## config.mk

```make
export PLATFORM = sky130hd
export DESIGN_NAME = core_debug_ctrl
export DESIGN_NICKNAME = d
export VERILOG_FILES = /design/src/hdl/dbg_cfg_pkg.sv /design/src/hdl/core_types_pkg.sv /design/src/hdl/core_debug_ctrl.sv /design/src/hdl/wfe_ctrl.sv /design/src/hdl/debug_stall.sv /design/src/hdl/bp_match.sv /design/src/hdl/bp_regs.sv
export SDC_FILE = /design/constraint.sdc
export NUM_CORES = 1
export LEC_CHECK = 0
export ABC_CLOCK_PERIOD_IN_PS = 2500
export BUFFER_PORTS_ARGS = -buffer_cell sky130_fd_sc_hd__clkbuf_2
export CELL_PAD_IN_SITES_DETAIL_PLACEMENT = 0
export CELL_PAD_IN_SITES_GLOBAL_PLACEMENT = 1
export CORE_MARGIN = 4
export CORE_UTILIZATION = 45
export CTS_CLUSTER_DIAMETER = 150
export DETAILED_ROUTE_END_ITERATION = 10
export GPL_ROUTABILITY_DRIVEN = 0
export PLACE_DENSITY_LB_ADDON = 0.1
export RECOVER_POWER = 100
export SLEW_MARGIN = 20
export SYNTH_ARGS = -nofsm -noshare
export SYNTH_HDL_FRONTEND = slang
export SYNTH_SLANG_ARGS = --single-unit
```

## constraint.sdc

```tcl
create_clock -name clk -period 2.5 [get_ports clk]
set_input_delay 0.5 -clock clk [delete_from_list [all_inputs] [get_ports clk]]
set_output_delay 0.5 -clock clk [all_outputs]
set_load 0.01 [all_outputs]
```

## src/hdl/dbg_cfg_pkg.sv

```systemverilog
// ----------------------------------------------------------
// breakpoint slot count and register map
// enable register layout, debug stall state type
// ----------------------------------------------------------
`default_nettype none

package dbg_cfg_pkg;

  // slots per pipeline stage
  localparam int n_bp_slots = 4;

  // one enable bit per slot
  typedef logic [n_bp_slots-1:0] bp_en_t;

  // config register index
  typedef logic [3:0] cfg_addr_t;

  // ----------------------------------------------------------
  // register map
  // ----------------------------------------------------------

  // fetch slots at 0..3
  localparam cfg_addr_t addr_if_bp_base = 4'd0;
  // writeback slots at 4..7
  localparam cfg_addr_t addr_wb_bp_base = 4'd4;
  // enables, fetch in [3:0], writeback in [7:4]
  localparam cfg_addr_t addr_bp_en = 4'd8;

  // ----------------------------------------------------------
  // debug stall fsm
  // ----------------------------------------------------------

  typedef enum logic {
    st_run,
    st_stalled
  } stall_state_t;

endpackage

`default_nettype wire

```

## src/hdl/core_types_pkg.sv

```systemverilog
// ----------------------------------------------------------
// widths of the observed core
// virtual program counter type
// ----------------------------------------------------------
`default_nettype none

package core_types_pkg;

  // ----------------------------------------------------------
  // address widths
  // ----------------------------------------------------------

  // sv39 virtual address space
  localparam int vaddr_w = 39;

  // ----------------------------------------------------------
  // vector types
  // ----------------------------------------------------------

  // fetch and writeback pc, also the config data path
  typedef logic [vaddr_w-1:0] vaddr_t;

endpackage

`default_nettype wire
```

## src/hdl/core_debug_ctrl.sv

```systemverilog
// ----------------------------------------------------------
// debug and sleep control top level
// breakpoint regs, matcher, debug stall fsm, wfe control
// ----------------------------------------------------------
`timescale 1ns/1ps
`default_nettype none

module core_debug_ctrl (
  input  wire logic                   clk,
  input  wire logic                   rst,
  // config port
  input  wire logic                   cfg_we,
  input  wire dbg_cfg_pkg::cfg_addr_t cfg_addr,
  input  wire core_types_pkg::vaddr_t cfg_wdata,
  output      core_types_pkg::vaddr_t cfg_rdata,
  // pipeline observation
  input  wire core_types_pkg::vaddr_t if_pc,
  input  wire logic                   if_valid,
  input  wire core_types_pkg::vaddr_t wb_pc,
  input  wire logic                   wb_valid,
  input  wire logic                   pipe_idle,
  // debug control
  input  wire logic                   debug_req,
  input  wire logic                   debug_resume,
  output      logic                   debug_stall,
  output      logic                   debug_stall_out,
  // sleep control
  input  wire logic                   ext_event,
  input  wire logic                   is_wfe,
  input  wire logic                   kill,
  output      logic                   wfe_stall
);

  core_types_pkg::vaddr_t [dbg_cfg_pkg::n_bp_slots-1:0] if_bp_pc;
  core_types_pkg::vaddr_t [dbg_cfg_pkg::n_bp_slots-1:0] wb_bp_pc;
  dbg_cfg_pkg::bp_en_t                                  if_bp_en;
  dbg_cfg_pkg::bp_en_t                                  wb_bp_en;
  logic                                                 bp_stall;

  bp_regs u_bp_regs (
    .clk      (clk),
    .rst      (rst),
    .cfg_we   (cfg_we),
    .cfg_addr (cfg_addr),
    .cfg_wdata(cfg_wdata),
    .cfg_rdata(cfg_rdata),
    .if_bp_pc (if_bp_pc),
    .wb_bp_pc (wb_bp_pc),
    .if_bp_en (if_bp_en),
    .wb_bp_en (wb_bp_en)
  );

  bp_match u_bp_match (
    .clk     (clk),
    .rst     (rst),
    .if_pc   (if_pc),
    .wb_pc   (wb_pc),
    .if_valid(if_valid),
    .wb_valid(wb_valid),
    .if_bp_pc(if_bp_pc),
    .wb_bp_pc(wb_bp_pc),
    .if_bp_en(if_bp_en),
    .wb_bp_en(wb_bp_en),
    .bp_stall(bp_stall)
  );

  debug_stall u_debug_stall (
    .clk            (clk),
    .rst            (rst),
    .bp_stall       (bp_stall),
    .debug_req      (debug_req),
    .debug_resume   (debug_resume),
    .pipe_idle      (pipe_idle),
    .debug_stall    (debug_stall),
    .debug_stall_out(debug_stall_out)
  );

  // independent of the breakpoint path
  wfe_ctrl u_wfe_ctrl (
    .clk      (clk),
    .rst      (rst),
    .ext_event(ext_event),
    .is_wfe   (is_wfe),
    .kill     (kill),
    .wfe_stall(wfe_stall)
  );

endmodule

`default_nettype wire

```

## src/hdl/wfe_ctrl.sv

```systemverilog
// ----------------------------------------------------------
// wait-for-event sleep control
// edge detectors, event hold, sleep stall
// ----------------------------------------------------------
`timescale 1ns/1ps
`default_nettype none

module wfe_ctrl (
  input  wire logic clk,
  input  wire logic rst,
  input  wire logic ext_event,
  input  wire logic is_wfe,
  input  wire logic kill,
  output      logic wfe_stall
);

  logic ev_q;
  logic wfe_q;
  logic ev_rise;
  logic wfe_rise;
  logic ev_hold;

  // ----------------------------------------------------------
  // edge detection
  // ----------------------------------------------------------
  always_ff @(posedge clk) begin
    if (rst) begin
      ev_q  <= 1'b0;
      wfe_q <= 1'b0;
    end else begin
      ev_q  <= ext_event;
      wfe_q <= is_wfe;
    end
  end

  assign ev_rise  = ext_event && !ev_q;
  assign wfe_rise = is_wfe && !wfe_q;

  // ----------------------------------------------------------
  // event hold and sleep stall
  // ----------------------------------------------------------
  always_ff @(posedge clk) begin
    if (rst) begin
      ev_hold   <= 1'b0;
      wfe_stall <= 1'b0;
    end else begin
      // an event ahead of the wait is remembered
      if (ev_rise && !wfe_rise) begin
        ev_hold <= 1'b1;
      end
      if (wfe_stall && ev_hold) begin
        ev_hold <= 1'b0;
      end

      if (!wfe_stall) begin
        if (wfe_rise && !ev_rise) begin
          wfe_stall <= 1'b1;
        end
      end else if (ev_hold || kill) begin
        wfe_stall <= 1'b0;
      end
    end
  end

  no_sleep_on_event: assert property (@(posedge clk) disable iff (rst)
    ev_rise |=> !$rose(wfe_stall));

endmodule

`default_nettype wire

```

## src/hdl/debug_stall.sv

```systemverilog
// ----------------------------------------------------------
// debug run/stalled fsm and stall-out report
// ----------------------------------------------------------
`timescale 1ns/1ps
`default_nettype none

module debug_stall (
  input  wire logic clk,
  input  wire logic rst,
  input  wire logic bp_stall,
  input  wire logic debug_req,
  input  wire logic debug_resume,
  input  wire logic pipe_idle,
  output      logic debug_stall,
  output      logic debug_stall_out
);

  dbg_cfg_pkg::stall_state_t state;

  // requests while stalled are dropped
  always_ff @(posedge clk) begin
    if (rst) begin
      state <= dbg_cfg_pkg::st_run;
    end else begin
      case (state)
        dbg_cfg_pkg::st_run: begin
          if (bp_stall || debug_req) begin
            state <= dbg_cfg_pkg::st_stalled;
          end
        end
        dbg_cfg_pkg::st_stalled: begin
          if (debug_resume) begin
            state <= dbg_cfg_pkg::st_run;
          end
        end
        default: state <= dbg_cfg_pkg::st_run;
      endcase
    end
  end

  assign debug_stall = (state == dbg_cfg_pkg::st_stalled);

  // stalled only counts once the pipeline has drained
  assign debug_stall_out = debug_stall && pipe_idle;

  // entering the stall needs a breakpoint or a request
  stall_needs_cause: assert property (@(posedge clk) disable iff (rst)
    $rose(debug_stall) |-> $past(bp_stall || debug_req));

endmodule

`default_nettype wire

```

## src/hdl/bp_match.sv

```systemverilog
// ----------------------------------------------------------
// fetch and writeback pc breakpoint compare
// ----------------------------------------------------------
`timescale 1ns/1ps
`default_nettype none

module bp_match (
  input  wire logic                                                    clk,
  input  wire logic                                                    rst,
  input  wire core_types_pkg::vaddr_t                                  if_pc,
  input  wire core_types_pkg::vaddr_t                                  wb_pc,
  input  wire logic                                                    if_valid,
  input  wire logic                                                    wb_valid,
  input  wire core_types_pkg::vaddr_t [dbg_cfg_pkg::n_bp_slots-1:0] if_bp_pc,
  input  wire core_types_pkg::vaddr_t [dbg_cfg_pkg::n_bp_slots-1:0] wb_bp_pc,
  input  wire dbg_cfg_pkg::bp_en_t                                     if_bp_en,
  input  wire dbg_cfg_pkg::bp_en_t                                     wb_bp_en,
  output      logic                                                    bp_stall
);

  logic if_hit;
  logic wb_hit;
  logic match;

  // any enabled slot equal to pc
  function automatic logic slot_hit(
    input core_types_pkg::vaddr_t                                  pc,
    input core_types_pkg::vaddr_t [dbg_cfg_pkg::n_bp_slots-1:0] slots,
    input dbg_cfg_pkg::bp_en_t                                     en
  );
    logic hit;
    hit = 1'b0;
    for (int i = 0; i < dbg_cfg_pkg::n_bp_slots; i++) begin
      if (en[i] && (slots[i] == pc)) begin
        hit = 1'b1;
      end
    end
    return hit;
  endfunction

  assign if_hit = slot_hit(if_pc, if_bp_pc, if_bp_en);
  assign wb_hit = slot_hit(wb_pc, wb_bp_pc, wb_bp_en);
  assign match  = (if_valid && if_hit) || (wb_valid && wb_hit);

  // one cycle pulse per matching cycle
  always_ff @(posedge clk) begin
    if (rst) begin
      bp_stall <= 1'b0;
    end else begin
      bp_stall <= match;
    end
  end

  // a stall needs a valid stage with at least one enabled slot
  bp_stall_needs_enabled_slot: assert property (@(posedge clk) disable iff (rst)
    bp_stall |-> $past((if_valid && (if_bp_en != '0)) || (wb_valid && (wb_bp_en != '0))));

endmodule

`default_nettype wire

```

## src/hdl/bp_regs.sv

```systemverilog
// ----------------------------------------------------------
// breakpoint slot and enable registers
// write decode and combinational read-back
// ----------------------------------------------------------
`timescale 1ns/1ps
`default_nettype none

module bp_regs (
  input  wire logic                                                    clk,
  input  wire logic                                                    rst,
  input  wire logic                                                    cfg_we,
  input  wire dbg_cfg_pkg::cfg_addr_t                                  cfg_addr,
  input  wire core_types_pkg::vaddr_t                                  cfg_wdata,
  output      core_types_pkg::vaddr_t                                  cfg_rdata,
  output      core_types_pkg::vaddr_t [dbg_cfg_pkg::n_bp_slots-1:0] if_bp_pc,
  output      core_types_pkg::vaddr_t [dbg_cfg_pkg::n_bp_slots-1:0] wb_bp_pc,
  output      dbg_cfg_pkg::bp_en_t                                     if_bp_en,
  output      dbg_cfg_pkg::bp_en_t                                     wb_bp_en
);

  logic       sel_if;
  logic       sel_wb;
  logic       sel_en;
  logic [1:0] slot;

  // four slots per stage, low two address bits pick the slot
  assign slot   = cfg_addr[1:0];
  assign sel_if = (cfg_addr[3:2] == dbg_cfg_pkg::addr_if_bp_base[3:2]);
  assign sel_wb = (cfg_addr[3:2] == dbg_cfg_pkg::addr_wb_bp_base[3:2]);
  assign sel_en = (cfg_addr == dbg_cfg_pkg::addr_bp_en);

  always_ff @(posedge clk) begin
    if (rst) begin
      if_bp_pc <= '0;
      wb_bp_pc <= '0;
      if_bp_en <= '0;
      wb_bp_en <= '0;
    end else if (cfg_we) begin
      if (sel_if) begin
        if_bp_pc[slot] <= cfg_wdata;
      end
      if (sel_wb) begin
        wb_bp_pc[slot] <= cfg_wdata;
      end
      if (sel_en) begin
        if_bp_en <= cfg_wdata[dbg_cfg_pkg::n_bp_slots-1:0];
        wb_bp_en <= cfg_wdata[2*dbg_cfg_pkg::n_bp_slots-1:dbg_cfg_pkg::n_bp_slots];
      end
    end
  end

  // unmapped indices read as zero
  always_comb begin
    cfg_rdata = '0;
    if (sel_if) begin
      cfg_rdata = if_bp_pc[slot];
    end else if (sel_wb) begin
      cfg_rdata = wb_bp_pc[slot];
    end else if (sel_en) begin
      cfg_rdata = core_types_pkg::vaddr_t'({wb_bp_en, if_bp_en});
    end
  end

  cfg_addr_known: assert property (@(posedge clk) disable iff (rst)
    cfg_we |-> !$isunknown(cfg_addr));

endmodule

`default_nettype wire

```

* Word-level counts from Yosys, hierarchy flattened *
Cells that the tools add are included.

cells by class
  bitwise logic cells = 1
  reduce and logical (&&, ||, !) cells = 29
  muxes and demuxes = 25
  order comparisons = 2
  equality and inequality tests = 10

operators with widths
  kind                                                  number
  bitwise mux 156 bit                                   2
  equality test 39 bit                                  8
  two-way mux 39 bit                                    5
  binary-select mux 39 bit (select 2 bit)               2
  demux 39 bit (select 2 bit)                           1
  logical AND 1 bit                                     17
  two-way mux 1 bit                                     13
  two-way mux 8 bit                                     1
  AND reduction 2 bit                                   3
  equality test 4 bit (second input constant)           1
  zero test 1 bit                                       4
  logical OR 1 bit                                      3
  < comparator 2 x 3 -> 1 bit (second input constant)   1
  equality test 2 x 1 -> 1 bit (second input constant)  1
  >= comparator 2 x 1 -> 1 bit (second input constant)  1
  zero test 2 bit                                       1
  case mux 1 bit (2 select lines)                       1
  OR reduction 2 bit                                    1
  NOT 1 bit                                             1

word-level totals
  output and inout port bits = 42
  logic and storage cells = 83
  register bits after elaboration = 326
  bits of input ports = 132

* Logic depth before layout (Yosys ltp) *
Gate-level depths: netlist (run 1).

  depth after elaboration = 8
  depth in mapped cells = 8
  depth with buffers taken out = 6

* Modules after synthesis *
Synthesis (run 1) repeated with hierarchy kept, for this count alone.

unflattened totals
  cells, all modules = 2202
  area, all modules = 18546.5 µm²

modules (own cells, without submodules)
  module       cells each  area each (µm²)  instances  seq. area each (µm²)
  bp_regs      1763        14918.1          1          6406.1
  bp_match     422         3438.3           1          20.0
  wfe_ctrl     13          150.1            1          80.1
  debug_stall  4           40.0             1          20.0

* Least setup slack after synthesis (run 1) *
No wires, ideal clock.

  path type = input port to output port
  start = in cfg_addr[0]
  end = out cfg_rdata[36]
  data required time = 2000 ps
  buffers on the path = 2
  arrival time = 1724 ps
  stages = 5
  setup slack = 276 ps
  path through = buf_2 > buf_4 > mux4_2 > mux2i_1 > nor2_1

between the ends
  cells in the longest elaborated chain, start to end = 4
  elaborated cells between the ends (all ways) = 6
  classes of those cells = 6 x mux

RTL lines
  what                                      line                   RTL
  start: declaration                        core_debug_ctrl.sv:13  input wire dbg_cfg_pkg::cfg_addr_t cfg_addr,
  binary-select mux 39 bit (select 2 bit)   bp_regs.sv:58          cfg_rdata = wb_bp_pc[slot];
  two-way mux 39 bit (implied by the code)  bp_regs.sv:58
  two-way mux 39 bit                        bp_regs.sv:57          end else if (sel_wb) begin
  two-way mux 39 bit (*)                    bp_regs.sv:55          if (sel_if) begin
  end: declaration                          core_debug_ctrl.sv:15  output core_types_pkg::vaddr_t cfg_rdata,

Every way passes the cells marked *; elsewhere a longest branch is shown, timed or not. The select of a mux whose other input is x is not followed.

* Worst setup path after layout (run 1) *
  start = in cfg_addr[1]
  end = out cfg_rdata[3]

between the ends
  cells in the longest elaborated chain, start to end = 4
  elaborated cells between the ends (all ways) = 8
  classes of those cells = 1 x eq/ne; 7 x mux

RTL lines
  what                                                                                   line
  equality test 4 bit / binary-select mux 39 bit (select 2 bit) (equally long branches)  bp_regs.sv:30, bp_regs.sv:58
  two-way mux 8 bit / two-way mux 39 bit (equally long branches)                         bp_regs.sv:59, bp_regs.sv:58
  two-way mux 39 bit                                                                     bp_regs.sv:57
  two-way mux 39 bit (*)                                                                 bp_regs.sv:55

Marked as above.

==> impl_metrics.json, run 1 <==
{
  "r2r_start": "u_bp_regs.wb_bp_pc[103]",
  "antenna_found_initial": 3,
  "mostFrequentLayoutCell": "nand2_1",
  "route.vias.total": 16000,
  "synth.area.top_cells": "dfxtp_1, nand2_1, xor2_1",
  "place_inst": 2693,
  "start_util": 0.459,
  "wirelength_um": 70100,
  "mostFrequentLayoutCells": "nand2_1, a21oi_1, dfxtp_1",
  "worst_ep_arrival_time_ns": 1.95,
  "num-nets-final": 2362,
  "netlist_instances": 2096,
  "crit_path_end_kind": "output port",
  "tns_ns": 0,
  "portBuffers": 173,
  "wl_met2_um": 30900,
  "dp_hpwl_um": 50900,
  "hp-start": "debug_resume",
  "fp.dieW_um": 204,
  "grt_pass1_vias": 15100,
  "diodes": 0,
  "yosysUniqueCellTypes": 33,
  "io_pins": 174,
  "powerDensity_nw_per_um2": 616,
  "clockBufferDepth": 3,
  "ys_ff_latch": 326,
  "die_area_sq_um": 41800,
  "crit_fanout": 19,
  "highest_layer": "met5",
  "maxSlewHeadroom": 0.129,
  "cts_root_buffer": "clkbuf_16",
  "total_power_w": 0.0125,
  "hold_violations": 0,
  "start_kind": "primary input",
  "rows": 71,
  "p_sw_w": 0.00336,
  "drc": 0,
  "power_switching_share": 0.269,
  "cts_buffers": 39,
  "met3_length_um": 7790,
  "holdPathEnd": "u_debug_stall.debug_stall",
  "power_frac_clock": 0.459,
  "first_pass_iters": 5,
  "clkTransAtPathRegs_ns": 0.06,
  "internal-power_w": 0.00911,
  "synthesis.nets": 2228,
  "fmax_mhz": 408,
  "drt_iter0_drc": 1871,
  "grtUsageTotal": 0.329,
  "reg2reg_to": "u_bp_match.bp_stall",
  "grt_max_degree": 92,
  "clk_latency_ns": 0.57,
  "status": "completed",
  "post_synth.cell_area_avg_sq_um": 8.29,
  "rsz0062_at_grt": "false",
  "final_antenna_net_count": 0,
  "synth_area_leader_cell": "dfxtp_1",
  "regToRegSetupSlack_ns": 0.31,
  "drv_cap": 0,
  "hold_path.class": "in -> reg",
  "ys_seq_area_frac": 0.376,
  "cts_hold_buf": 0,
  "worst_hold_slack_ns": 0.119,
  "htreeDepth": 2,
  "tightest_slew_ns": 1.31,
  "synth_top_area_share": 0.376,
  "yosysWarningCount": 0,
  "pwr-share-seq": 0.428,
  "worstPathRequired_ns": 2.00,
  "min_period_over_period": 0.981,
  "cts.sinks": 326,
  "vias_per_cell": 5.77,
  "wirelength_met1_um": 28900,
  "final_cells": 2770,
  "layout_min_cycle_time_ns": 2.45,
  "drv_slew": 0,
  "grt_first_pass_wirelength_um": 102000,
  "wire_per_inst_um": 25.3,
  "coreArea_sq_um": 37800,
  "post-route-util": 0.535,
  "combPwrFrac": 0.113,
  "drive_gt1_frac": 0.182,
  "whs_path_depth": 2,
  "worstSetupPathType": "in -> out",
  "p_leak_nw": 7.79,
  "rr_worst_depth": 6,
  "grt-ovfl-total": 0,
  "vdd_ir_drop_max_v": 0.000556,
  "cts_tree": "built",
  "netlist_area_sq_um": 17400,
  "area_delta_synth_final_pct": 16.6,
  "skew_ns": 0.0244,
  "setup_viol": 0,
  "die_h_um": 204
}
[cell families (layout without fill, tap and decap cells)]
logic type | after synthesis | after routing | synth area share
and+or+nand+nor | 827 | 827 | 0.200
AOI/OAI and AO/OA | 342 | 342 | 0.0991
DFF | 326 | 326 | 0.376
xor gates and xnor gates | 312 | 312 | 0.157
buffers and inverters | 180 | 343 | 0.0486
muxes | 109 | 109 | 0.119
[cell usage after synthesis]
cell type / instances
mux4_2: 78
buf_6: 2
or2_4: 1
or3_1: 3
and2_1: 1
nor2_1: 51
buf_2: 65
or2_2: 1
a21oi_1: 339
clkbuf_1: 79
nand4b_1: 2
nand4_1: 33
xor2_1: 256
buf_4: 19
nor3_2: 2
nor2b_1: 3
nand2_1: 642
nor4_1: 72
nor2_2: 1
dfxtp_1: 326
inv_1: 9
mux2i_1: 31
nand3b_1: 2
a211oi_1: 1
nand2_2: 1
nand2b_1: 1
nand3_1: 3
xnor2_1: 56
nor3b_2: 4
o41ai_1: 2
buf_1: 6
nor3_1: 3
and3_1: 1
[worst max path at each step]
stage	startpoint	cells past startpoint	to	slack [ns]
6_report	cfg_addr[1]	6	cfg_rdata[3]	0.05
5_1_grt	u_bp_regs.wb_bp_pc[84]	7	cfg_rdata[6]	0.0002
4_1_cts	u_bp_regs.wb_bp_pc[123]	7	cfg_rdata[6]	0.005
3_5_place_dp	cfg_addr[0]	6	cfg_rdata[19]	-0.05
3_3_place_gp	cfg_addr[0]	6	cfg_rdata[19]	-0.05
2_1_floorplan	cfg_addr[0]	5	cfg_rdata[36]	0.28
[stage by stage]
stage               instance area, sq um  setup WS, ns
floorplan                          17400         0.276
finish                             20300        0.0483
CTS                                20400       0.00515
global route                       20300      0.000181
global placement                   19000       -0.0509
detailed placement                 19000       -0.0538
[flip-flops by register name, summed over array words and instances (netlist names)]
signal	cells
u_bp_regs.wb_bp_en	4
u_wfe_ctrl.ev_hold	1
u_wfe_ctrl.wfe_q	1
u_wfe_ctrl.wfe_stall	1
u_bp_regs.wb_bp_pc	156
u_wfe_ctrl.ev_q	1
u_debug_stall.debug_stall	1
u_bp_regs.if_bp_en	4
u_bp_match.bp_stall	1
u_bp_regs.if_bp_pc	156
[critical path: stages]
cell	delay, ns
buf_4	0.33
buf_4	0.29
mux4_2	0.33
nor2_2	0.21
nor2_1	0.13
clkbuf_2	0.14
[area by class of cell]
type	instances	area, sq um
fill	3642	17600
clock inverter	10	86.3
inverter	9	33.8
timing repair buffer	264	1720
multi-input combinational	1590	10100
tap	511	639
sequential	326	6530
clock buffer	60	1180
[power groups by stage]
stage | clock, W | sequential, W | combinational (W)
final | 0.00572 | 0.00534 | 0.00141
after detailed placement | 0 | 0.00545 | 0.00138
after global routing | 0.00600 | 0.00534 | 0.00148
after floorplan | 0 | 0.00543 | 0.000708
after CTS | 0.00581 | 0.00533 | 0.00140
after global placement | 0 | 0.00545 | 0.00139
[metal layers]
layer / global-route usage / vias up
met5: 0 / -
met1: 0.463 / 7702
met2: 0.493 / 852
met3: 0.0884 / 118
li1: - / 7312
met4: 0.109 / 6
[timing repair]
| item | CTS | global route |
|---|---|---|
| resized for setup | 6 | 8 |
| buffers inserted | 3 | 4 |
| setup endpoints to repair | 15 | 20 |
Note: power is estimated with default switching activity, not from simulation.
==> run 2: changes to the inputs <==
ABC_CLOCK_PERIOD_IN_PS = 2300   (was 2500)
CORE_ASPECT_RATIO = 0.9   (was not set)
clock period = 2.3 ns   (was 2.5 ns; I/O delays follow)
==> impl_metrics.json, run 2 (synthesis gave the netlist of run 1 again) <==
{
  "antenna_found_initial": 0,
  "nFillCells": 3512,
  "fmax_mhz": 420,
  "num-nets-final": 2445,
  "grt_first_pass_wirelength_um": 104000,
  "worstPathRequired_ns": 1.84,
  "io_pins": 174,
  "drc": 0,
  "final_antenna_net_count": 0,
  "cts_hold_buf": 0,
  "crit_path_end_kind": "output port",
  "portBuffers": 173,
  "critical_path.top_delay_family": "buffers and inverters",
  "place_inst": 2710,
  "drv_slew": 35,
  "hold_violations": 0,
  "max_stage_delay_ns": 0.49,
  "htreeDepth": 2,
  "start_util": 0.461,
  "reg2reg_to": "u_bp_match.bp_stall",
  "worst_hold_slack_ns": 0.102,
  "p_leak_nw": 8.34,
  "violations": "capacitance limit, slew limit, setup timing",
  "mostFrequentLayoutCell": "nand2_1",
  "worst_ep_arrival_time_ns": 1.92,
  "powerDensity_nw_per_um2": 643,
  "tightest_slew_ns": 2.10,
  "mostFrequentLayoutCells": "nand2_1, a21oi_1, dfxtp_1",
  "first_pass_iters": 7,
  "route.vias.total": 16500,
  "die_h_um": 194,
  "rows": 67,
  "rsz0062_at_grt": "true",
  "dp_hpwl_um": 51900,
  "clk_latency_ns": 0.54,
  "grt_pass1_vias": 15500,
  "largest_registers": "u_bp_regs.if_bp_pc: 156 flops, u_bp_regs.wb_bp_pc: 156 flops",
  "fin_ws_ns": -0.0799,
  "cts_root_buffer": "clkbuf_16",
  "holdPathEnd": "u_debug_stall.debug_stall",
  "wirelength_um": 72000,
  "path_cells": "buf_16, buf_8, buf_4, mux4_2, nor2_1, nor2_2, buf_2",
  "cts_tree": "built",
  "die_area_sq_um": 41800,
  "grtUsageTotal": 0.329,
  "critPathSlowestCell": "mux4_2",
  "min_period_over_period": 1.03,
  "final_cells": 2827,
  "rr_worst_depth": 6,
  "skew_ns": 0.00941,
  "vdd_ir_drop_max_v": 0.000446,
  "hp-start": "debug_resume",
  "cts.sinks": 326,
  "drv_cap": 1,
  "hold_path.class": "in -> reg",
  "clockBufferDepth": 3,
  "regToRegSetupSlack_ns": 0.21,
  "clkTransAtPathRegs_ns": 0.05,
  "fp.dieW_um": 215,
  "status": "finished with violations",
  "crit_fanout": 7,
  "maxSlewHeadroom": -0.402,
  "area_delta_synth_final_pct": 22.2,
  "r2r_start": "u_bp_regs.wb_bp_pc[94]",
  "drt_iter0_drc": 2078,
  "start_kind": "primary input",
  "coreArea_sq_um": 37600,
  "setup_viol": 8,
  "wire_per_inst_um": 25.5,
  "whs_path_depth": 2,
  "grt_max_degree": 83,
  "cts_buffers": 38,
  "vias_per_cell": 5.84,
  "drive_gt1_frac": 0.248,
  "worstSetupPathType": "in -> out",
  "grt-ovfl-total": 0,
  "layout_min_cycle_time_ns": 2.38,
  "critPathBufInv": 4,
  "tns_ns": -0.248
}
==> run 2: cell count changes in the layout (fill, tap and decap cells not counted), sizes merged <==
cell,before,now
buf,88,182
clkbuf,236,223
clkinv,6,11
inv,12,10
diode,0,1
==> run 2: per-stage QoR <==
step           total power, W  utilization  instance area (sq um)  setup slack [ns]
6_report               0.0136        0.564                  21200           -0.0799
4_1_cts                0.0136        0.558                  21000           -0.0533
2_1_floorplan         0.00667            -                  17400             0.156
3_3_place_gp          0.00748        0.515                  19400            -0.153
3_5_place_dp          0.00748        0.515                  19400            -0.160
5_1_grt                0.0140        0.564                  21200            -0.104
==> run 2: what timing repair did <==
action / 4_1_cts / 5_1_grt
endpoints found under the setup margin: 38 / 34
gates cloned: 1 / 1
setup buffers: 33 / 15
gates resized for setup: 68 / 45
pin swaps: 10 / 8
==> run 2: power breakdown <==
part	total, W	internal [W]	switching (W)
combinational	0.00168	0.000610	0.00107
sequential	0.00580	0.00572	0.0000728
clock	0.00617	0.00363	0.00255
==> run 2: how the worst max path moves through the flow <==
stage,start,to,slack [ns],cells after the start
after global routing,u_bp_regs.wb_bp_pc[124],cfg_rdata[7],-0.10,7
final,cfg_addr[0],cfg_rdata[5],-0.08,7
after detailed placement,cfg_addr[0],cfg_rdata[32],-0.16,7
after CTS,u_bp_regs.wb_bp_pc[123],cfg_rdata[6],-0.05,7
after floorplan,cfg_addr[0],cfg_rdata[36],0.16,5
after global placement,cfg_addr[1],cfg_rdata[12],-0.15,6
==> run 2: area by class of cell <==
cell class | count | area (sq um) | area share
tap | 483 | 604 | 0.0285
sequential | 326 | 6610 | 0.312
inverter | 9 | 33.8 | 0.00159
multi-input combinational | 1590 | 10100 | 0.478
timing repair buffer | 348 | 2570 | 0.121
antenna | 1 | 2.50 | 0.000118
clock inverter | 13 | 93.8 | 0.00442
clock buffer | 57 | 1170 | 0.0550
==> run 2: layer usage <==
| layer | vias up | wire, um | track usage |
|---|---|---|---|
| met5 | - | 0 | 0 |
| met4 | 0 | 2060 | 0.0866 |
| met3 | 126 | 8230 | 0.0820 |
| met2 | 946 | 31400 | 0.498 |
| met1 | 7967 | 30300 | 0.473 |
| li1 | 7464 | - | - |
==> run 3: changes to the inputs <==
==> constraint.sdc (replaced) <==
create_clock -name clk -period 2.3 [get_ports clk]
set_input_delay 0.46 -clock clk [delete_from_list [all_inputs] [get_ports clk]]
set_output_delay 0.46 -clock clk [all_outputs]
set_load 0.05 [all_outputs]
==> impl_metrics.json, run 3 (synthesis gave the netlist of run 1 again) <==
{
  "status": "finished with violations",
  "violations": "capacitance limit, setup timing",
  "crit_fanout": 2,
  "worst_ep_arrival_time_ns": 1.96,
  "hp-start": "debug_resume",
  "cts.sinks": 326,
  "grt-ovfl-total": 0,
  "cts_root_buffer": "clkbuf_16",
  "reg2reg_to": "u_bp_match.bp_stall",
  "cts_buffers": 39,
  "cts_hold_buf": 0,
  "skew_ns": 0.00584,
  "coreArea_sq_um": 37600,
  "die_area_sq_um": 41800,
  "setup_viol": 22,
  "use_met3": 0.0888,
  "io_pins": 174,
  "first_pass_iters": 9,
  "grtUsageTotal": 0.335,
  "grt_pass1_vias": 15700,
  "drv_slew": 0,
  "vdd_ir_drop_max_v": 0.000387,
  "met1_usage": 0.452,
  "rows": 67,
  "min_period_over_period": 1.05,
  "drive_gt1_frac": 0.290,
  "holdPathEnd": "u_debug_stall.debug_stall",
  "clk_latency_ns": 0.54,
  "maxSlewHeadroom": 0.00156,
  "powerDensity_nw_per_um2": 642,
  "die_h_um": 194,
  "mostFrequentLayoutCell": "nand2_1",
  "vias_per_cell": 5.91,
  "grt_max_degree": 150,
  "whs_path_depth": 2,
  "start_kind": "flip-flop",
  "regArea_sq_um": 6670,
  "multi_input_area_sq_um": 10300,
  "diodes": 0,
  "wirelength_um": 73900,
  "busiest_layer": "met2",
  "fp.dieW_um": 215,
  "num-nets-final": 2462,
  "drt_iter0_drc": 2356,
  "largest_registers": "u_bp_regs.if_bp_pc: 156 flops, u_bp_regs.wb_bp_pc: 156 flops",
  "regToRegSetupSlack_ns": 0.06,
  "crit_path_start": "u_bp_regs.wb_bp_pc[122]",
  "drc": 0,
  "worstSetupPathType": "reg -> out",
  "portBuffers": 173,
  "rsz0062_at_grt": "true",
  "cts_tree": "built",
  "rr_worst_depth": 9,
  "area_delta_synth_final_pct": 26.8,
  "antenna_found_initial": 0,
  "layout_min_cycle_time_ns": 2.42,
  "grtUsageMet2": 0.541,
  "worstPathRequired_ns": 1.84,
  "dp_slack_ns": -0.203,
  "hold_violations": 0,
  "p_leak_nw": 8.52,
  "fin_ws_ns": -0.119,
  "dp_hpwl_um": 53200,
  "drv_cap": 1,
  "hold_path.class": "in -> reg",
  "crit_path_end_kind": "output port",
  "htreeDepth": 2,
  "route.vias.total": 16800,
  "clkTransAtPathRegs_ns": 0.06,
  "nFillCells": 3401,
  "mostFrequentLayoutCells": "nand2_1, a21oi_1, xor2_1",
  "fmax_mhz": 413,
  "clockBufferDepth": 3,
  "tightest_slew_ns": 1.50,
  "grt_first_pass_wirelength_um": 105000,
  "start_util": 0.461,
  "r2r_start": "u_bp_regs.if_bp_pc[140]",
  "wire_per_inst_um": 26.0,
  "final_antenna_net_count": 0,
  "post-route-util": 0.585
}
run 3: changes by cell type in the layout (fill, tap and decap cells not counted), sizes merged:
cell	before	now
buf	182	214
bufinv	1	4
clkbuf	223	208
clkinv	11	5
clkinvlp	0	3
diode	1	0
inv	10	9
run 3: critical path, cell delays in order, from the launching register on:
cell	delay, ns
dfxtp_2	0.32
mux4_2	0.47
inv_2	0.07
a21oi_2	0.05
a21oi_2	0.16
buf_4	0.16
nor2_4	0.04
buf_12	0.14
run 3: through the flow:
step                      hold slack (ns)  TNS [ns]  area [sq um]  total power, W  instances
after CTS                          0.0989     -1.07         21800          0.0141       2826
after detailed placement            0.469     -6.32         19700         0.00757       2720
final                               0.117    -0.799         22000          0.0141       2842
after global placement              0.462     -5.57         19700         0.00756       2720
after global routing                0.107     -1.86         22000          0.0145       2842
after floorplan                     0.450         0         17500         0.00673       2096
run 3: worst max-delay path by stage:
| stage | endpoint |
|---|---|
| final | cfg_rdata[5] |
| after global routing | cfg_rdata[6] |
| after CTS | cfg_rdata[5] |
| after detailed placement | cfg_rdata[9] |
| after global placement | cfg_rdata[36] |
| after floorplan | cfg_rdata[36] |
run 3: final cells by class:
type / count / share of cell area
Clock buffer: 58 / 0.0531
Inverter: 9 / 0.00153
Sequential cell: 326 / 0.303
Tap cell: 483 / 0.0274
Timing Repair Buffer: 364 / 0.141
Multi-Input combinational cell: 1590 / 0.467
Clock inverter: 12 / 0.00778
run 3: metal layers:
| layer | part of all wire | vias to the layer above | routed length, um |
|---|---|---|---|
| met3 | 0.11 | 181 | 8340 |
| met5 | 0 | - | 0 |
| li1 | - | 7507 | - |
| met4 | 0.036 | 0 | 2690 |
| met2 | 0.46 | 990 | 33700 |
| met1 | 0.39 | 8121 | 29100 |
run 3: timing repair:
item                       CTS  global route
pin swaps                   10            13
gates cloned                 1             4
buffers inserted            42            12
setup endpoints to repair   39            40
resized for setup          186            83
run 3: where the power goes:
group / leakage [nW] / switching (W) / internal (W)
Combinational: 5.18 / 0.00114 / 0.000673
Sequential: 2.69 / 0.0000830 / 0.00572
Clock: 0.650 / 0.00255 / 0.00397
Total: 8.52 / 0.00377 / 0.0104
